File: config.mk
export PLATFORM = sky130hd
export DESIGN_NAME = result_reader_flat
export DESIGN_NICKNAME = d
export VERILOG_FILES = /design/src/design/cnn_buf_pkg.sv /design/src/design/result_port_if.sv /design/src/design/result_reader.sv /design/src/flat_wrapper.sv
export SDC_FILE = /design/constraint.sdc
export NUM_CORES = 1
export LEC_CHECK = 0
export BUFFER_PORTS_ARGS = -buffer_cell sky130_fd_sc_hd__buf_2
export CORE_ASPECT_RATIO = 0.7
export CORE_MARGIN = 2
export CORE_UTILIZATION = 46
export CTS_CLUSTER_DIAMETER = 40
export DETAILED_ROUTE_END_ITERATION = 7
export PLACE_DENSITY_LB_ADDON = 0.1
export SETUP_SLACK_MARGIN = 0.05
export SKIP_CTS_REPAIR_TIMING = 1
export SLEW_MARGIN = 30
export SYNTH_ARGS = -nofsm -noshare
export SYNTH_HDL_FRONTEND = slang
export SYNTH_SLANG_ARGS = --single-unit
File: constraint.sdc
create_clock -name clk -period 1.82 [get_ports clk]
set_clock_uncertainty 0.15 [all_clocks]
set_input_delay 0.182 -clock clk [delete_from_list [all_inputs] [get_ports clk]]
set_output_delay 0.182 -clock clk [all_outputs]
set_load 0.05 [all_outputs]
File: src/design/cnn_buf_pkg.sv
package cnn_buf_pkg;

	// ------------------------------------------------------------------------
	// frame geometry of the layer 1 output map.
	// ------------------------------------------------------------------------

	// pixels per row.
	localparam int FMAP_WIDTH  = 30;
	// rows per frame.
	localparam int FMAP_HEIGHT = 30;
	// entries per frame, one per output pixel.
	localparam int FMAP_DEPTH  = FMAP_WIDTH * FMAP_HEIGHT;

	// ------------------------------------------------------------------------
	// widths.
	// ------------------------------------------------------------------------

	// one layer 1 result word.
	localparam int DATA_W  = 128;
	// flat sram address, covers 900 entries.
	localparam int ADDR_W  = 10;
	// row or column index, 0 to 29.
	localparam int COORD_W = 5;

	// row * 30 built as row * 32 - row * 2.
	localparam int ROW_SHL_HI = 5;
	localparam int ROW_SHL_LO = 1;

	typedef logic [DATA_W-1:0]  result_t;
	typedef logic [COORD_W-1:0] coord_t;
	typedef logic [ADDR_W-1:0]  sram_addr_t;

	// last raster position in a frame.
	localparam coord_t LAST_ROW = coord_t'(FMAP_HEIGHT - 1);
	localparam coord_t LAST_COL = coord_t'(FMAP_WIDTH - 1);

	// ------------------------------------------------------------------------
	// four-phase handshake states, shared by writer and reader.
	// ------------------------------------------------------------------------

	typedef enum logic [1:0]
	{
		// waiting for req.
		HS_IDLE,
		// sram access in flight, two cycles.
		HS_ACCESS,
		// ack high until req drops.
		HS_ACK
	} hs_state_e;

endpackage

File: src/design/result_port_if.sv
`timescale 1ns/100ps
interface result_port_if
	import cnn_buf_pkg::*;
();

	// save group, driven by the writer.
	logic       save_enable;
	coord_t     save_row;
	coord_t     save_col;
	result_t    save_data;

	// read group, request from the reader.
	logic       read_enable;
	coord_t     read_row;
	coord_t     read_col;
	// registered word back from the sram.
	result_t    read_data;

	modport writer (output save_enable, save_row, save_col, save_data);

	modport reader (output read_enable, read_row, read_col, input read_data);

	// memory side, mirror of both.
	modport mem (
		input  save_enable, save_row, save_col, save_data,
		input  read_enable, read_row, read_col,
		output read_data
	);

endinterface

File: src/design/result_reader.sv
`timescale 1ns/100ps
module result_reader
	import cnn_buf_pkg::*;
(
	input  logic            clk,
	input  logic            arst_n,
	input  logic            rd_req,
	input  coord_t          rd_row,
	input  coord_t          rd_col,
	output logic            rd_ack,
	output result_t         rd_data,
	result_port_if.reader   port
);

	hs_state_e state;
	logic      accept;

	// fetch taken in idle.
	assign accept = (state == HS_IDLE) && rd_req;

	// ------------------------------------------------------------------------
	// handshake fsm.
	// ------------------------------------------------------------------------

	// edge n   accept, read_enable up.
	// edge n+1 sram registers the word.
	// edge n+2 word into rd_data, ack up.
	always_ff @(posedge clk or negedge arst_n)
	begin
		if (!arst_n)
		begin
			state            <= HS_IDLE;
			port.read_enable <= 1'b0;
			rd_ack           <= 1'b0;
			rd_data          <= '0;
		end
		else
		begin
			// read strobe is a single pulse.
			port.read_enable <= 1'b0;
			case (state)
				HS_IDLE:
				begin
					if (rd_req)
					begin
						state            <= HS_ACCESS;
						port.read_enable <= 1'b1;
					end
				end
				HS_ACCESS:
				begin
					// sram output valid once the strobe is gone.
					if (!port.read_enable)
					begin
						state   <= HS_ACK;
						rd_ack  <= 1'b1;
						rd_data <= port.read_data;
					end
				end
				HS_ACK:
				begin
					// held req keeps us here, rd_data untouched.
					if (!rd_req)
					begin
						state  <= HS_IDLE;
						rd_ack <= 1'b0;
					end
				end
				default:
				begin
					state <= HS_IDLE;
				end
			endcase
		end
	end

	// ------------------------------------------------------------------------
	// coordinate latch.
	// ------------------------------------------------------------------------

	// requester holds them anyway, latched so the sram sees a clean copy.
	always_ff @(posedge clk)
	begin
		if (accept)
		begin
			port.read_row <= rd_row;
			port.read_col <= rd_col;
		end
	end

endmodule

File: src/flat_wrapper.sv
// flat-port wrapper written by rule: the top's interface ports become plain ports
module result_reader_flat import cnn_buf_pkg::*;
  (clk, arst_n, rd_req, rd_row, rd_col, rd_ack, rd_data, port_read_enable, port_read_row, port_read_col, port_read_data);
  result_port_if port_i ();
  input  logic clk;
  input  logic arst_n;
  input  logic rd_req;
  input  coord_t rd_row;
  input  coord_t rd_col;
  output logic rd_ack;
  output result_t rd_data;
  output wire logic [$bits(port_i.read_enable)-1:0] port_read_enable;
  output wire logic [$bits(port_i.read_row)-1:0] port_read_row;
  output wire logic [$bits(port_i.read_col)-1:0] port_read_col;
  input wire logic [$bits(port_i.read_data)-1:0] port_read_data;
  assign port_read_enable = port_i.read_enable;
  assign port_read_row = port_i.read_row;
  assign port_read_col = port_i.read_col;
  assign port_i.read_data = port_read_data;
  result_reader u_core (.clk(clk), .arst_n(arst_n), .rd_req(rd_req), .rd_row(rd_row), .rd_col(rd_col), .rd_ack(rd_ack), .rd_data(rd_data), .port(port_i));
endmodule
# Yosys cells after proc, flatten, opt, wreduce, memory -nomap -nowiden
# Index checks and enable logic that the tools add are counted.
# totals
ff_bits	142
input_bits	141
# op_classes
n_eq_ne	5
n_mux	9
bitwise_logic	1
n_reduce_logical	6
# op_table
operator	count
2-to-1 mux 2 bit	3
inequality test 2 bit, second input constant	3
one-hot mux 2 bit (3 select lines)	1
AND reduction 3 bit	2
2-to-1 mux 1 bit	4
== test 2 x 1 -> 1 bit, second input constant	1
== test 2 bit, second input constant	1
logical NOT 2 bit	1
one-hot mux 1 bit (2 select lines)	1
AND reduction 2 bit	1
nonzero test 2 bit	1
logical AND 1 bit	1
NOT 1 bit	1

# Longest topological paths before layout
# depth
depth_word	3
depth_mapped	5
mapped_depth_nobuf	3

# Worst setup path before layout
# No wires, ideal clock.
# synth_path
path_kind	register to register
startpoint	register u_core.port.read_enable
endpoint	register u_core.rd_data[100]
setup_ps	125
arrival_ps	1508
required_ps	1545
setup_slack_ps	37
stages_incl_launch_ff	6
n_path_buf	2
path_cell_list	dfrtp_1 inv_1 and3_4 buf_6 buf_6 mux2_4
# synth_via
elab_chain_len	2
# synth_lines
item	line	source
from (decl)	result_port_if.sv:21	modport reader (output read_enable, read_row, read_col, input read_data);
from (signal assigned)	result_reader.sv:33	port.read_enable <= 1'b0;
from (signal assigned)	result_reader.sv:40	port.read_enable <= 1'b0;
from (signal assigned)	result_reader.sv:47	port.read_enable <= 1'b1;
NOT 1 bit (no line)	--	
AND reduction 2 bit (no line)	--	
to (signal assigned)	result_reader.sv:57	rd_data <= port.read_data;
to (decl)	result_reader.sv:11	output result_t rd_data,
# Every way passes these cells.
# A chain may end at the register's enable or synchronous reset.

# Final worst setup path
# layout_path
startpoint	register u_core.port.read_enable
endpoint	register u_core.rd_data[41]
# The elaborated chain is that of the path after synthesis.

==> flow_metrics.tcl <==
set metrics [dict create \
    crit_start "u_core.port.read_enable" \
    grt_pass1_vias 3764 \
    dp.cells 724 \
    maxCapViolCount 0 \
    hold_violations 0 \
    r2r_slack_ns 0.11 \
    fmax_mhz 584 \
    post-dp-hpwl_um 9290 \
    wl_um 15600 \
    cts_root_buf "clkbuf_16" \
    synth_cells 295 \
    place_congestion 0.766 \
    grt_overflow 0 \
    reg2reg_to "u_core.rd_data[41]" \
    most-common-layout-cells "buf_2 (279), dlygate4sd3_1 (140), dfrtp_1 (131), mux2_4 (109), mux2_2 (19)" \
    max_stage_delay_ns 0.41 \
    hold_class "input port to asynchronous set/reset pin" \
    syn_area_sq_mm 0.00567 \
    start_util 0.478 \
    io_buffer_count 280 \
    grt_use_total 0.198 \
    vias_per_cell 4.67 \
    antenna_found_initial 0 \
    yosysUniqueCellTypes 15 \
    fin_crit_ns 1.71 \
    htree_levels 4 \
    timing.rr.start "u_core.port.read_enable" \
    status "completed" \
    core_area_sq_mm 0.0119 \
    clk_pin_slew_worst_paths_ns 0.06 \
    yosysSeqAreaShare 0.636 \
    antenna_cells 0 \
    maxSlewHeadroom 0.763 \
    power_mw 20.6 \
    setup_violations 0 \
    die_h_um 96.9 \
    grt_max_degree 68 \
    tightest_slew_ns 0.355 \
    final_common_cell "buf_2" \
    layout-drive-gt1-share 0.604 \
    worstPathMaxFanout 46 \
    fin_cells 896 \
    die-area_sq_mm 0.0132 \
    layout.nets 867 \
    drv_slew 0 \
    synth.avg_cell_area_sq_um 19.2 \
    path_class "flop to flop" \
    cp.required_ns 1.95 \
    r2r_cells 4 \
    dr.pass1.iters 4 \
    endpoint_kind "flop" \
    yosysWarnings 0 \
    vdd_drop_max_mv 1.40 \
    ys_ff_latch 142 \
    n_fill_cell 693 \
    startpoint_type "flop" \
    path_delay_family "flip-flops" \
    cts.sinks 142 \
    clock_path_buffers 2 \
    p_leak_nw 4.55 \
    cp_slowest_cell "dfrtp_2" \
    chipWidth_um 137 \
    grt_pass1_wl_um 19900 \
    drtIter0Drc 96 \
    cts_tree "built" \
    syn2layout_area_growth_pct 62.5 \
    worst-path-buf-inv 2 \
    synth_nets 436 \
    p_per_area_mw_per_mm2 2230 \
    rows 33 \
    ant_nets 0 \
    io_pins 281 \
    drcViolationCount 0 \
    fin_util 0.777 \
    tns_ns 0 \
    worst_ep_arrival_time_ns 1.85 \
    timing.final.crit_share 0.940 \
    wl_per_cell_um 17.4 \
    rsz0062_at_grt "no" \
    clk_latency_ns 0.40 \
    vias 4183 \
    numCtsBuffers 17 \
    worstPathCellList "inv_1 -> and3_4 -> buf_12 -> mux2_4" \
]
[cell type report]
| type | instances | area (sq um) | share of cell area |
|---|---|---|---|
| Tap cell | 157 | 196 | 0.0213 |
| Inverter | 2 | 7.51 | 0.000815 |
| Multi-Input combinational cell | 137 | 1900 | 0.207 |
| Sequential cell | 142 | 3600 | 0.392 |
| Clock inverter | 12 | 138 | 0.0149 |
| Timing Repair Buffer | 426 | 2920 | 0.317 |
| Clock buffer | 20 | 437 | 0.0474 |
[metal layers]
layer  vias to the layer above  part of all wire  GRT usage  wire, um
li1                       1901                 -          -         -
met1                      2070              0.38      0.249      5970
met2                       186              0.52      0.305      8090
met3                        26             0.076     0.0708      1190
met4                         0             0.021     0.0938       323
met5                         -                 0          0         0
[flip-flops by register name, summed over array words and instances, names as in the netlist]
register                 count
u_core.rd_data             128
u_core.port.read_col         5
u_core.port.read_row         5
u_core.state                 2
u_core.port.read_enable      1
u_core.rd_ack                1
[tightest hold or removal path, stage by stage]
cell	delay (ns)
dlygate4sd3_1	0.53
buf_4	0.14
buf_12	0.29
[power breakdown]
part | total, mW | internal [mW] | switching (mW)
Clock | 3.36 | 2.03 | 1.33
Sequential | 5.65 | 4.78 | 0.868
Combinational | 11.6 | 4.00 | 7.55
[cell families (layout without fill, tap and decap cells)]
kind of cell | Yosys count | in the layout | synth area share
simple gates | 4 | 4 | 0.00442
compound gates | 5 | 5 | 0.00486
buf+inv | 16 | 460 | 0.0280
flops | 142 | 142 | 0.636
mux | 128 | 128 | 0.327
[worst max path at each step]
stage	end	cells past startpoint
global route	u_core.rd_data[9]	4
CTS	u_core.rd_data[9]	4
finish	u_core.rd_data[41]	4
detailed placement	u_core.rd_data[3]	4
global placement	u_core.rd_data[6]	4
floorplan	u_core.rd_data[100]	5
[synthesized netlist by cell type]
library cell / instances / share of area
nor2_1: 1 / 0.00066
a21oi_1: 2 / 0.0018
o21ai_0: 2 / 0.0018
dfrtp_1: 132 / 0.58
inv_1: 1 / 0.00066
nand2_1: 1 / 0.00066
mux2_4: 109 / 0.29
buf_6: 13 / 0.026
o21bai_1: 1 / 0.0013
inv_2: 1 / 0.00066
buf_2: 1 / 0.00088
and3_4: 1 / 0.0020
edfxtp_1: 10 / 0.053
mux2_2: 19 / 0.038
nand2b_1: 1 / 0.0011
[per-stage QoR]
step	instance area (sq um)	worst slack, ns	hold WS, ns
2_1_floorplan	5670	0.126	-0.264
3_3_place_gp	7220	0.149	0.0825
3_5_place_dp	7220	0.115	0.0930
4_1_cts	7800	0.105	-0.353
5_1_grt	9210	0.0574	0.210
6_report	9210	0.109	0.182
(Power assumes the default switching activity.)
