<file path="src/design/cnn_buf_pkg.sv">
package cnn_buf_pkg;

	// ------------------------------------------------------------------------
	// frame geometry of the layer 1 output map.
	// ------------------------------------------------------------------------

	// pixels per row.
	localparam int FMAP_WIDTH  = 30;
	// rows per frame.
	localparam int FMAP_HEIGHT = 30;
	// entries per frame, one per output pixel.
	localparam int FMAP_DEPTH  = FMAP_WIDTH * FMAP_HEIGHT;

	// ------------------------------------------------------------------------
	// widths.
	// ------------------------------------------------------------------------

	// one layer 1 result word.
	localparam int DATA_W  = 128;
	// flat sram address, covers 900 entries.
	localparam int ADDR_W  = 10;
	// row or column index, 0 to 29.
	localparam int COORD_W = 5;

	// row * 30 built as row * 32 - row * 2.
	localparam int ROW_SHL_HI = 5;
	localparam int ROW_SHL_LO = 1;

	typedef logic [DATA_W-1:0]  result_t;
	typedef logic [COORD_W-1:0] coord_t;
	typedef logic [ADDR_W-1:0]  sram_addr_t;

	// last raster position in a frame.
	localparam coord_t LAST_ROW = coord_t'(FMAP_HEIGHT - 1);
	localparam coord_t LAST_COL = coord_t'(FMAP_WIDTH - 1);

	// ------------------------------------------------------------------------
	// four-phase handshake states, shared by writer and reader.
	// ------------------------------------------------------------------------

	typedef enum logic [1:0]
	{
		// waiting for req.
		HS_IDLE,
		// sram access in flight, two cycles.
		HS_ACCESS,
		// ack high until req drops.
		HS_ACK
	} hs_state_e;

endpackage

</file>
<file path="src/design/result_port_if.sv">
`timescale 1ns/100ps
interface result_port_if
	import cnn_buf_pkg::*;
();

	// save group, driven by the writer.
	logic       save_enable;
	coord_t     save_row;
	coord_t     save_col;
	result_t    save_data;

	// read group, request from the reader.
	logic       read_enable;
	coord_t     read_row;
	coord_t     read_col;
	// registered word back from the sram.
	result_t    read_data;

	modport writer (output save_enable, save_row, save_col, save_data);

	modport reader (output read_enable, read_row, read_col, input read_data);

	// memory side, mirror of both.
	modport mem (
		input  save_enable, save_row, save_col, save_data,
		input  read_enable, read_row, read_col,
		output read_data
	);

endinterface

</file>
<file path="src/design/result_writer.sv">
`timescale 1ns/100ps
module result_writer
	import cnn_buf_pkg::*;
(
	input  logic            clk,
	input  logic            arst_n,
	input  logic            wr_req,
	input  result_t         wr_data,
	output logic            wr_ack,
	output logic            frame_done,
	result_port_if.writer   port
);

	hs_state_e state;
	// raster position of the next result.
	coord_t    row_cnt;
	coord_t    col_cnt;
	logic      accept;

	// new result taken in idle.
	assign accept = (state == HS_IDLE) && wr_req;

	// ------------------------------------------------------------------------
	// handshake fsm.
	// ------------------------------------------------------------------------

	// access spans two cycles.
	// first cycle writes, second one raises ack.
	always_ff @(posedge clk or negedge arst_n)
	begin
		if (!arst_n)
		begin
			state            <= HS_IDLE;
			port.save_enable <= 1'b0;
			wr_ack           <= 1'b0;
		end
		else
		begin
			// write strobe is a single pulse.
			port.save_enable <= 1'b0;
			case (state)
				HS_IDLE:
				begin
					if (wr_req)
					begin
						state            <= HS_ACCESS;
						port.save_enable <= 1'b1;
					end
				end
				HS_ACCESS:
				begin
					// write done on the previous edge.
					if (!port.save_enable)
					begin
						state  <= HS_ACK;
						wr_ack <= 1'b1;
					end
				end
				HS_ACK:
				begin
					// stay here while req is held, no new access.
					if (!wr_req)
					begin
						state  <= HS_IDLE;
						wr_ack <= 1'b0;
					end
				end
				default:
				begin
					state <= HS_IDLE;
				end
			endcase
		end
	end

	// ------------------------------------------------------------------------
	// raster counters and frame flag.
	// ------------------------------------------------------------------------

	// column wraps at 29, row steps on column wrap.
	// both wrap to zero after pixel 899.
	always_ff @(posedge clk or negedge arst_n)
	begin
		if (!arst_n)
		begin
			row_cnt <= '0;
			col_cnt <= '0;
		end
		else if (accept)
		begin
			if (col_cnt == LAST_COL)
			begin
				col_cnt <= '0;
				row_cnt <= (row_cnt == LAST_ROW) ? '0 : row_cnt + 1'b1;
			end
			else
			begin
				col_cnt <= col_cnt + 1'b1;
			end
		end
	end

	// set on the write of the last pixel.
	// cleared when the next frame starts.
	always_ff @(posedge clk or negedge arst_n)
	begin
		if (!arst_n)
		begin
			frame_done <= 1'b0;
		end
		else if (accept)
		begin
			frame_done <= 1'b0;
		end
		else if (port.save_enable && port.save_row == LAST_ROW && port.save_col == LAST_COL)
		begin
			frame_done <= 1'b1;
		end
	end

	// payload for the save bus, loaded at acceptance.
	always_ff @(posedge clk)
	begin
		if (accept)
		begin
			port.save_row  <= row_cnt;
			port.save_col  <= col_cnt;
			port.save_data <= wr_data;
		end
	end

endmodule

</file>
<file path="src/flat_wrapper.sv">
// flat-port wrapper written by rule: the top's interface ports become plain ports
module result_writer_flat import cnn_buf_pkg::*;
  (clk, arst_n, wr_req, wr_data, wr_ack, frame_done, port_save_enable, port_save_row, port_save_col, port_save_data);
  result_port_if port_i ();
  input  logic clk;
  input  logic arst_n;
  input  logic wr_req;
  input  result_t wr_data;
  output logic wr_ack;
  output logic frame_done;
  output wire logic [$bits(port_i.save_enable)-1:0] port_save_enable;
  output wire logic [$bits(port_i.save_row)-1:0] port_save_row;
  output wire logic [$bits(port_i.save_col)-1:0] port_save_col;
  output wire logic [$bits(port_i.save_data)-1:0] port_save_data;
  assign port_save_enable = port_i.save_enable;
  assign port_save_row = port_i.save_row;
  assign port_save_col = port_i.save_col;
  assign port_save_data = port_i.save_data;
  result_writer u_core (.clk(clk), .arst_n(arst_n), .wr_req(wr_req), .wr_data(wr_data), .wr_ack(wr_ack), .frame_done(frame_done), .port(port_i));
endmodule
</file>
<file path="config.mk">
export PLATFORM = sky130hd
export DESIGN_NAME = result_writer_flat
export DESIGN_NICKNAME = d
export VERILOG_FILES = /design/src/design/cnn_buf_pkg.sv /design/src/design/result_port_if.sv /design/src/design/result_writer.sv /design/src/flat_wrapper.sv
export SDC_FILE = /design/constraint.sdc
export NUM_CORES = 1
export LEC_CHECK = 0
export BUFFER_PORTS_ARGS = -buffer_cell sky130_fd_sc_hd__buf_2
export CAP_MARGIN = 20
export CORE_MARGIN = 4
export CORE_UTILIZATION = 40
export CTS_CLUSTER_DIAMETER = 80
export DETAILED_ROUTE_END_ITERATION = 10
export GPL_TIMING_DRIVEN = 0
export PLACE_DENSITY = 0.76
export SYNTH_ARGS = -nofsm -noshare
export SYNTH_HDL_FRONTEND = slang
export SYNTH_SLANG_ARGS = --single-unit
</file>
<file path="constraint.sdc">
create_clock -name clk -period 2.87 [get_ports clk]
set_input_delay 0.1435 -clock clk [delete_from_list [all_inputs] [get_ports clk]]
set_output_delay 0.1435 -clock clk [all_outputs]
set_load 0.005 [all_outputs]
</file>
Word level (Yosys, flattened, before mapping)
Cells that the tools add are included.
{ "totals": {"ramBits": 0, "ff_bits": 153, "latchBits": 0, "mem_count": 0, "inputBits": 131, "out_inout_bits": 141, "rom_bits": 0} }
{ "classes": {"mul": 0, "order_cmp": 0, "eq_ne": 9, "n_bitwise": 0, "reduce_logical": 9, "div_mod_pow": 0, "n_mux": 13, "n_shift": 0, "addsub": 2} }
{ "op_table": {"columns": ["cell", "n"], "rows": [
  ["5-bit equality test (second input constant)", 4],
  ["5-bit by 1-bit adder with 5-bit output (second input constant)", 2],
  ["5-bit 2-to-1 mux", 2],
  ["1-bit 2-to-1 mux", 6],
  ["2-bit 2-to-1 mux", 3],
  ["2-bit inequality test (second input constant)", 3],
  ["2-bit case mux with 3 select lines", 1],
  ["3-bit AND reduction", 2],
  ["2-bit nonzero test", 2],
  ["1-bit logical AND", 3],
  ["2-bit by 1-bit equality test with 1-bit output (second input constant)", 1],
  ["2-bit equality test (second input constant)", 1],
  ["2-bit logical NOT", 1],
  ["1-bit case mux with 2 select lines", 1],
  ["2-bit AND reduction", 1]
]} }

Logic depth before layout (Yosys ltp)
Gate-level depths: netlist (run 1).
{ "depth": {"ltp_word": 5, "depth_mapped": 5, "depth_no_buf": 5} }

Worst setup path after synthesis (run 1)
OpenSTA, ideal clock, no wires.
{ "synth_timing": {"path_kind": "reg2reg", "start": "register u_core.state[0]", "end": "register u_core.col_cnt[1]", "stages_incl_launch_ff": 5, "setup_ns": 0.110, "path_slack_ns": 0.042, "period_less_slack_ns": 2.828, "n_path_buf": 0, "t_arrival_ns": 2.718, "cell_sequence": "dfrtp_1 -> or3b_4 -> inv_2 -> nand2_1 -> o22ai_1"} }
{ "synth_between": {"elab_chain_cells": 2} }
{ "synth_rtl": {"columns": ["item", "line", "rtl"], "rows": [
  ["start: declaration", "result_writer.sv:14", "hs_state_e state;"],
  ["start signal: assignment", "result_writer.sv:33", "state <= HS_IDLE;"],
  ["start signal: assignment", "result_writer.sv:46", "state <= HS_ACCESS;"],
  ["start signal: assignment", "result_writer.sv:55", "state <= HS_ACK;"],
  ["2-bit logical NOT", "result_writer.sv:21", "assign accept = (state == HS_IDLE) && wr_req;"],
  ["1-bit logical AND", "result_writer.sv:21", null],
  ["net u_core.accept", "result_writer.sv:18", "logic accept;"],
  ["end signal: assignment", "result_writer.sv:98", "col_cnt <= col_cnt + 1'b1;"],
  ["end: declaration", "result_writer.sv:17", "coord_t col_cnt;"]
]} }
The timed path passes the listed nets, and every way through them passes these cells.
A chain may end at the register's enable or synchronous reset.

Worst setup path after layout (run 1)
{ "layout_timing": {"start": "register u_core.state[0]", "end": "register u_core.port.save_data[72], enable pin"} }
{ "layout_between": {"elab_chain_cells": 2} }
{ "layout_rtl": {"columns": ["item", "line", "rtl"], "rows": [
  ["2-bit logical NOT", "result_writer.sv:21", null],
  ["1-bit logical AND", "result_writer.sv:21", null],
  ["net u_core.accept", "result_writer.sv:18", null],
  ["end signal: assignment", "result_writer.sv:128", "port.save_data <= wr_data;"],
  ["end: declaration", "result_port_if.sv:19", "modport writer (output save_enable, save_row, save_col, save_data);"]
]} }
The timed path passes the listed nets, and every way through them passes these cells.

==> results of run 1 <==
-- critical path, delay by kind of cell (launching register included) --
| family | cells | cell delay, ps |
|---|---|---|
| flip-flops | 1 | 430 |
| AND/OR/NAND/NOR | 1 | 470 |
| buffers and inverters | 2 | 750 |
-- final cells by class --
cell class / count / area (µm²)
buffer: 1 / 11.3
timing repair buffer: 402 / 2690
multi-input combinational: 54 / 373
antenna: 3 / 7.51
clock inverter: 13 / 201
tap: 147 / 184
fill: 761 / 3570
clock buffer: 19 / 433
inverter: 6 / 27.5
sequential: 153 / 4520
-- registers in the layout (all words and copies together) (netlist names) --
signal,cells
u_core.frame_done,1
u_core.port.save_enable,1
u_core.port.save_row,5
u_core.port.save_col,5
u_core.wr_ack,1
u_core.state,2
u_core.row_cnt,5
u_core.port.save_data,128
u_core.col_cnt,5
-- cell usage after synthesis, types with 2 or more instances --
master      n
o21ai_1     6
a21o_1      2
dfrtp_1    15
inv_1       5
nor3_1      2
mux2i_1     2
nand2_1     6
edfxtp_1  138
nand3_1     4
nand4_1     2
a21oi_1     2
ha_1        4
nor4_1      2
nor2_1      2
o21ai_0     3
nand4b_1    2
-- cells by family (layout without fill, tap and decap cells) --
logic type | Yosys count | after routing | synth area share [%]
flops | 153 | 153 | 91.7
mux | 2 | 2 | 0.406
compound gates | 22 | 22 | 2.97
buf+inv | 7 | 441 | 0.686
other cells | 0 | 3 | 0
fa+ha+maj | 4 | 4 | 1.02
simple gates | 26 | 26 | 3.18
-- worst max path at each step --
stage	startpoint	endpoint	slack, ps	cells after the start
floorplan	u_core.state[0]	u_core.col_cnt[1]	40	4
finish	u_core.state[0]	u_core.port.save_data[72]	740	3
global placement	u_core.state[0]	u_core.col_cnt[1]	-500	4
global route	u_core.state[0]	u_core.col_cnt[1]	600	5
CTS	u_core.state[0]	u_core.col_cnt[1]	750	5
detailed placement	u_core.state[0]	u_core.col_cnt[1]	770	5
-- layout by cell type, fill, tap and decap left out, types with 2 or more instances in the layout --
cell type,netlist,layout
a21o_1,2,2
clkinv_2,0,3
edfxtp_1,138,138
o21ai_1,6,6
nor2_1,2,2
clkinv_4,0,2
nor4_1,2,2
o21ai_0,3,3
ha_1,4,4
bufinv_16,0,5
nand4_1,2,2
nor3_1,2,2
clkbuf_1,0,2
inv_1,5,5
nand3_1,4,4
clkinvlp_4,0,2
nand4b_1,2,2
mux2i_1,2,2
nand2_1,6,6
a21oi_1,2,2
clkbuf_16,0,17
diode_2,0,3
dlygate4sd3_1,0,130
dfrtp_1,15,15
buf_2,0,271
-- report_power, final --
group	internal, mW	switching, mW	leakage [nW]
clock network	1.54	0.850	0.304
logic	0.541	0.646	1.78
registers	3.04	0.238	1.48
-- through the flow --
stage                     total power [mW]  cell area [µm²]  TNS [ps]  cells
after global routing                  7.17             8440         0    797
after global placement                4.27             6470    -58900    632
final                                 6.85             8440         0    798
after floorplan                       3.70             4930         0    214
after CTS                             6.84             8430         0    795
after detailed placement              4.33             6500         0    633
-- timing repair --
action / 4_1_cts / 5_1_grt
hold buffers: 130 / 0
endpoints found under the hold margin: 144 / 0
buffers inserted: 0 / 0
gates resized for setup: 0 / 0
-- layer usage --
layer / vias to the layer above / routed length [µm] / GRT usage (%)
met3: 37 / 1280 / 7.55
li1: 1699 / - / -
met2: 219 / 8180 / 38.9
met5: - / 0 / 0
met4: 0 / 548 / 10.7
met1: 1855 / 5270 / 22.9
==> results.json, run 1 <==
{
  "core_um2": 12000,
  "wl_mm": 15.3,
  "dr.pass1.iters": 4,
  "routedWlPerCell_um": 19.1,
  "setup_violations": 0,
  "drc": 0,
  "syn_inst": 214,
  "yosys_warnings": 0,
  "startpoint_type": "flip-flop",
  "cts-buffers-inserted": 17,
  "rsz0062_at_grt": "no",
  "start_util_pct": 41.0,
  "hold_slack_ps": 154,
  "synth-edff-count": 138,
  "synth.avg_cell_area_um2": 23.0,
  "synth_cell_types": 33,
  "synth-seq-cells": 153,
  "fmax_ghz": 0.469,
  "r2r_slack_ps": 740,
  "powerDensity_nw_per_um2": 812,
  "required_ps": 2920,
  "cts.sinks": 153,
  "dp_slack_ps": 769,
  "drv_slew": 0,
  "grt_pass1_wl_mm": 23.3,
  "worstSetupPathType": "flip-flop to flip-flop",
  "die_area_um2": 14200,
  "cts_tree": "built",
  "drive_gt1_share_pct": 47.4,
  "yosys-top-cells-area": "edfxtp_1, dfrtp_1, ha_1",
  "synth_nets": 349,
  "syn-cell-area_um2": 4930,
  "crit_fanout": 95,
  "fin_util_pct": 70.3,
  "vias_per_cell": 4.77,
  "r2r-end": "u_core.port.save_data[72]",
  "r2r_cells": 3,
  "io_buffers": 271,
  "setup_slack_ps": 740,
  "cts.path.max_buffers": 2,
  "die_h_um": 119,
  "grt_pass1_vias": 4182,
  "fin_nets": 770,
  "clock_skew_ps": 9.68,
  "final-hold-violation-count": 0,
  "synthArstFlopShare_pct": 9.80,
  "drv_cap": 0,
  "grt_max_degree": 96,
  "areaGrowthSynthToFinish_pct": 71.4,
  "clk_pin_slew_worst_paths_ps": 60,
  "place_congestion": 0.754,
  "grt-ovfl-total": 0,
  "finalCritPeriodShare_pct": 74.2,
  "timing.rr.start": "u_core.state[0]",
  "htree_levels": 4,
  "dp_hpwl_mm": 9.09,
  "slew_headroom_pct": 67.0,
  "critPathMaxStageDelay_ps": 470,
  "status": "finished clean",
  "io_pins": 272,
  "cts-root-buf": "clkbuf_16",
  "netlist.area_leader.share_pct": 84.1,
  "end_kind": "flip-flop",
  "placementRows": 40,
  "hold_class": "input pin to asynchronous set/reset pin",
  "initialDrtViolationCount": 303,
  "synth_ff_type": "edfxtp_1",
  "synth_area_leader_cell": "edfxtp_1",
  "synth-seq-area-share_pct": 91.7,
  "worst_slew_pin_slew_ps": 494,
  "die_w_um": 119,
  "crit_path_top_delay_cell": "or3b_4",
  "cp_cell_sequence": "or3b_4, inv_6, buf_16",
  "grt_usage_pct": 21.9,
  "fin_crit_ps": 2130,
  "route.vias.total": 3810,
  "crit_arrival_ps": 2180,
  "p_leak_nw": 3.56,
  "vdd_drop_max_v": 0.000580,
  "antenna_found_initial": 2,
  "antenna_left": 0,
  "clk_latency_ps": 410
}
(Power assumes the default switching activity.)
==> inputs of run 2 (changes only) <==
Settings changed: PLACE_DENSITY 0.76 to 0.73.
Clock period 2.87 ns to 2.2 ns, I/O delays scaled along.
==> run 2 against run 1 <==
Net effect: sequential cell count is the same; die area stayed put; via count down 3.3%.
==> results.json, run 2 (synthesis gave the netlist of run 1 again) <==
{
  "status": "finished clean",
  "start_util_pct": 41.0,
  "rsz0062_at_grt": "no",
  "setup_slack_ps": 119,
  "r2r_slack_ps": 120,
  "fin_crit_ps": 2080,
  "multi_input_area_um2": 373,
  "required_ps": 2280,
  "vias_per_cell": 4.63,
  "placed_cell_area_um2": 6500,
  "finalCritPeriodShare_pct": 94.6,
  "layout_commonest_cell": "buf_2",
  "antenna_found_initial": 0,
  "r2r_cells": 3,
  "r2r-end": "u_core.port.save_data[62]",
  "htree_levels": 4,
  "crit_fanout": 78,
  "placementRows": 40,
  "cts-root-buf": "clkbuf_16",
  "die_w_um": 119,
  "worst_slew_pin_slew_ps": 548,
  "fin_setup_tns_ps": 0,
  "initialDrtViolationCount": 292,
  "io_buffers": 271,
  "top_register": "u_core.port.save_data",
  "post_cts_buffers": 0,
  "core_um2": 12000,
  "fin_nets": 770,
  "vdd_drop_max_v": 0.000784,
  "drv_slew": 0,
  "n_fill_cell": 787,
  "fmax_ghz": 0.481,
  "hold_class": "input pin to asynchronous set/reset pin",
  "endpoint": "u_core.port.save_data[62]",
  "powerDensity_nw_per_um2": 1050,
  "area.sequential_um2": 4520,
  "startpoint_type": "flip-flop",
  "drc": 0,
  "routedWlPerCell_um": 17.9,
  "setup_violations": 0,
  "drive_gt1_share_pct": 47.4,
  "cts.sinks": 153,
  "crit_arrival_ps": 2160,
  "cts_tree": "built",
  "place_congestion": 0.769,
  "die_h_um": 119,
  "dp_hpwl_mm": 8.98,
  "fin_util_pct": 70.2,
  "slew_headroom_pct": 63.5,
  "worstSetupPathType": "flip-flop to flip-flop",
  "p_leak_nw": 3.57,
  "grt_max_degree": 79,
  "timing.rr.start": "u_core.state[0]",
  "grt_usage_pct": 20.1,
  "antenna_left": 0,
  "end_kind": "flip-flop",
  "dp_slack_ps": 15.7,
  "cts.path.max_buffers": 2,
  "route.vias.total": 3684,
  "largest_reg_flops": 128,
  "clk_latency_ps": 410,
  "die_area_um2": 14200,
  "final-hold-violation-count": 0,
  "grt_pass1_vias": 3912,
  "areaGrowthSynthToFinish_pct": 71.3,
  "design_area_um2": 8440,
  "final_cell_mix": "buf_2, edfxtp_1, dlygate4sd3_1, clkbuf_16, dfrtp_1",
  "grt-ovfl-total": 0,
  "cts-buffers-inserted": 17,
  "io_pins": 272,
  "startpoint": "u_core.state[0]",
  "wl_mm": 14.2,
  "dr.pass1.iters": 6,
  "clock_skew_ps": 5.95,
  "clk_pin_slew_worst_paths_ps": 60,
  "drv_cap": 0,
  "grt_pass1_wl_mm": 21.6
}
## run 2: power breakdown
group	switching (mW)	total [mW]	leakage (nW)	internal, mW
combinational	0.827	1.53	1.78	0.707
clock	1.08	3.09	0.309	2.01
sequential	0.287	4.25	1.48	3.96
## run 2: how the worst min path moves through the flow
stage | from | to | slack, ps
2_1_floorplan | arst_n | u_core.col_cnt[0] | -190
3_3_place_gp | arst_n | u_core.port.save_enable | 30
3_5_place_dp | arst_n | u_core.port.save_enable | 40
4_1_cts | arst_n | u_core.port.save_enable | 130
5_1_grt | arst_n | u_core.state[1] | 180
6_report | arst_n | u_core.port.save_enable | 140
## run 2: layout make-up
type / count / share of cell area (%)
sequential: 153 / 53.6
clock buffer: 19 / 5.13
timing repair buffer: 402 / 31.8
clock inverter: 13 / 2.36
inverter: 6 / 0.356
tap: 147 / 2.18
multi-input combinational: 54 / 4.42
antenna: 1 / 0.0297
buffer: 1 / 0.133
## run 2: timing repair
action / in CTS / in global routing
hold endpoints to repair: 146 / 0
hold buffers: 130 / 0
gates resized for setup: 0 / 1
setup endpoints to repair: 0 / 66
## run 2: per-layer routing
layer  up-vias  track usage (%)  part of all wire [%]
met4         0             7.02                   1.8
met1      1785             20.8                    34
met5         -                0                     0
met2       178             38.1                    57
li1       1696                -                     -
met3        25             6.32                   7.1
## run 2: through the flow
stage                     power [mW]  hold WS (ps)  cells
after CTS                       8.91           131    795
after global placement          5.55          33.3    632
after floorplan                 4.80          -186    214
after global routing            9.27           177    795
after detailed placement        5.64          35.5    633
final                           8.87           144    796
## run 2: critical path: stages, from the launching register on
cell,delay (ps)
dfrtp_1,420
or3b_4,480
inv_8,400
buf_16,340
==> inputs of run 3 (changes only) <==
Clock period 2.2 ns to 2.6 ns, I/O delays scaled along.
==> run 3 against run 2 <==
Net effect: final area hardly changed; first-iteration DRC count stayed put; sequential cell count stayed put; critical path depth stayed put; non-clock buffer count stayed put; clock power is 16% lower; register-to-register slack better by 290 ps; critical path type unchanged.
==> results.json, run 3 (synthesis gave the netlist of run 1 again) <==
{
  "crit_arrival_ps": 2270,
  "wl_mm": 14.2,
  "startpoint_type": "flip-flop",
  "initialDrtViolationCount": 292,
  "grt-ovfl-total": 0,
  "antenna_found_initial": 0,
  "required_ps": 2680,
  "start_util_pct": 41.0,
  "grt_usage_pct": 20.1,
  "worstSetupPathType": "flip-flop to flip-flop",
  "cts.sinks": 153,
  "grt_pass1_vias": 3912,
  "p_leak_nw": 3.57,
  "critPathMaxStageDelay_ps": 510,
  "drv_cap": 0,
  "final_cell_mix": "buf_2, edfxtp_1, dlygate4sd3_1, clkbuf_16, dfrtp_1",
  "critical_path_buf_inv_count": 2,
  "cts-buffers-inserted": 17,
  "largest_reg_flops": 128,
  "cts.path.max_buffers": 2,
  "dp_slack_ps": 416,
  "clock_skew_ps": 5.99,
  "vias_per_cell": 4.62,
  "fmax_ghz": 0.455,
  "placementRows": 40,
  "grt_pass1_wl_mm": 21.6,
  "drc": 0,
  "setup_slack_ps": 404,
  "drive_gt1_share_pct": 47.4,
  "end_kind": "flip-flop",
  "gr-max-usage-layer": "met2",
  "met2_usage_pct": 38.1,
  "post_cts_buffers": 0,
  "crit_path_top_delay_cell": "inv_6",
  "powerDensity_nw_per_um2": 890,
  "vdd_drop_max_v": 0.000655,
  "met1_usage_pct": 20.8,
  "dp_hpwl_mm": 8.98,
  "fin_crit_ps": 2200,
  "cts_resized": 0,
  "hold_class": "input pin to asynchronous set/reset pin",
  "htree_levels": 4,
  "route.vias.total": 3680,
  "layout_commonest_cell": "buf_2",
  "slew_headroom_pct": 52.5,
  "final-hold-violation-count": 0,
  "place_congestion": 0.769,
  "cp_cell_sequence": "or3b_4, inv_6, buf_16",
  "met3_usage_pct": 6.32,
  "cts_tree": "built",
  "die_h_um": 119,
  "dr.pass1.iters": 6,
  "rsz0062_at_grt": "no",
  "areaGrowthSynthToFinish_pct": 71.2,
  "design_area_um2": 8430,
  "finalCritPeriodShare_pct": 84.5,
  "antenna_left": 0,
  "setup_violations": 0,
  "critPathTopFamily": "buffers and inverters",
  "crit_fanout": 78,
  "placed_cell_area_um2": 6500,
  "fin_setup_tns_ps": 0,
  "routedWlPerCell_um": 17.9,
  "worst_slew_pin_slew_ps": 712,
  "fin_nets": 770,
  "drv_slew": 0,
  "status": "finished clean",
  "top_register": "u_core.port.save_data",
  "hold_buffers": 130,
  "die_w_um": 119,
  "io_buffers": 271,
  "cts-root-buf": "clkbuf_16",
  "die_area_um2": 14200,
  "io_pins": 272,
  "clk_latency_ps": 410,
  "clk_pin_slew_worst_paths_ps": 60,
  "grt_max_degree": 79,
  "core_um2": 12000
}
## run 3: cell counts in the layout (fill, tap and decap cells not counted)
Identical to the previous run, type by type.
## run 3: metal layers
layer,wire [µm],up-vias
met3,1010,23
met4,249,0
met5,0,-
met1,4860,1783
met2,8100,178
li1,-,1696
## run 3: worst register-to-register path, delay by kind of cell (launching register included)
kind / cells / cell delay (ps)
AND/OR/NAND/NOR: 1 / 470
buffers and inverters: 2 / 920
flip-flops: 1 / 420
## run 3: path summary, 6_finish.rpt
path | from | slack (ps) | cells past startpoint | to
setup / recovery | u_core.state[0] | 400 | 3 | u_core.port.save_data[62]
hold / removal | arst_n | 160 | 2 | u_core.port.save_enable
setup reg to reg | u_core.state[0] | 400 | 3 | u_core.port.save_data[62]
hold reg to reg | u_core.state[1] | 500 | 1 | u_core.state[0]
max in group asynchronous | arst_n | 2170 | 2 | u_core.row_cnt[2]
min in group clk | wr_data[43] | 430 | 2 | u_core.port.save_data[43]
## run 3: metrics by stage
step / hold slack [ps] / instances / utilization (%) / power [mW]
global route: 197 / 795 / 70.2 / 7.84
floorplan: -166 / 214 / - / 4.06
CTS: 151 / 795 / 70.2 / 7.54
detailed placement: 55.5 / 633 / 54.1 / 4.77
finish: 164 / 796 / 70.2 / 7.51
global placement: 53.3 / 632 / 53.9 / 4.69
## run 3: final cells by class
cell class                      instances  area [µm²]
Antenna cell                            1        2.50
Tap cell                              147         184
Sequential cell                       153        4520
Clock buffer                           19         433
Buffer                                  1        11.3
Timing Repair Buffer                  402        2690
Inverter                                6        27.5
Multi-Input combinational cell         54         373
Clock inverter                         13         199
Fill cell                             787        3580
## run 3: power by group
group / internal (mW) / leakage [nW] / total [mW] / switching (mW)
clock: 1.70 / 0.309 / 2.61 / 0.918
sequential: 3.35 / 1.48 / 3.60 / 0.243
combinational: 0.597 / 1.78 / 1.30 / 0.698
total: 5.65 / 3.57 / 7.51 / 1.86
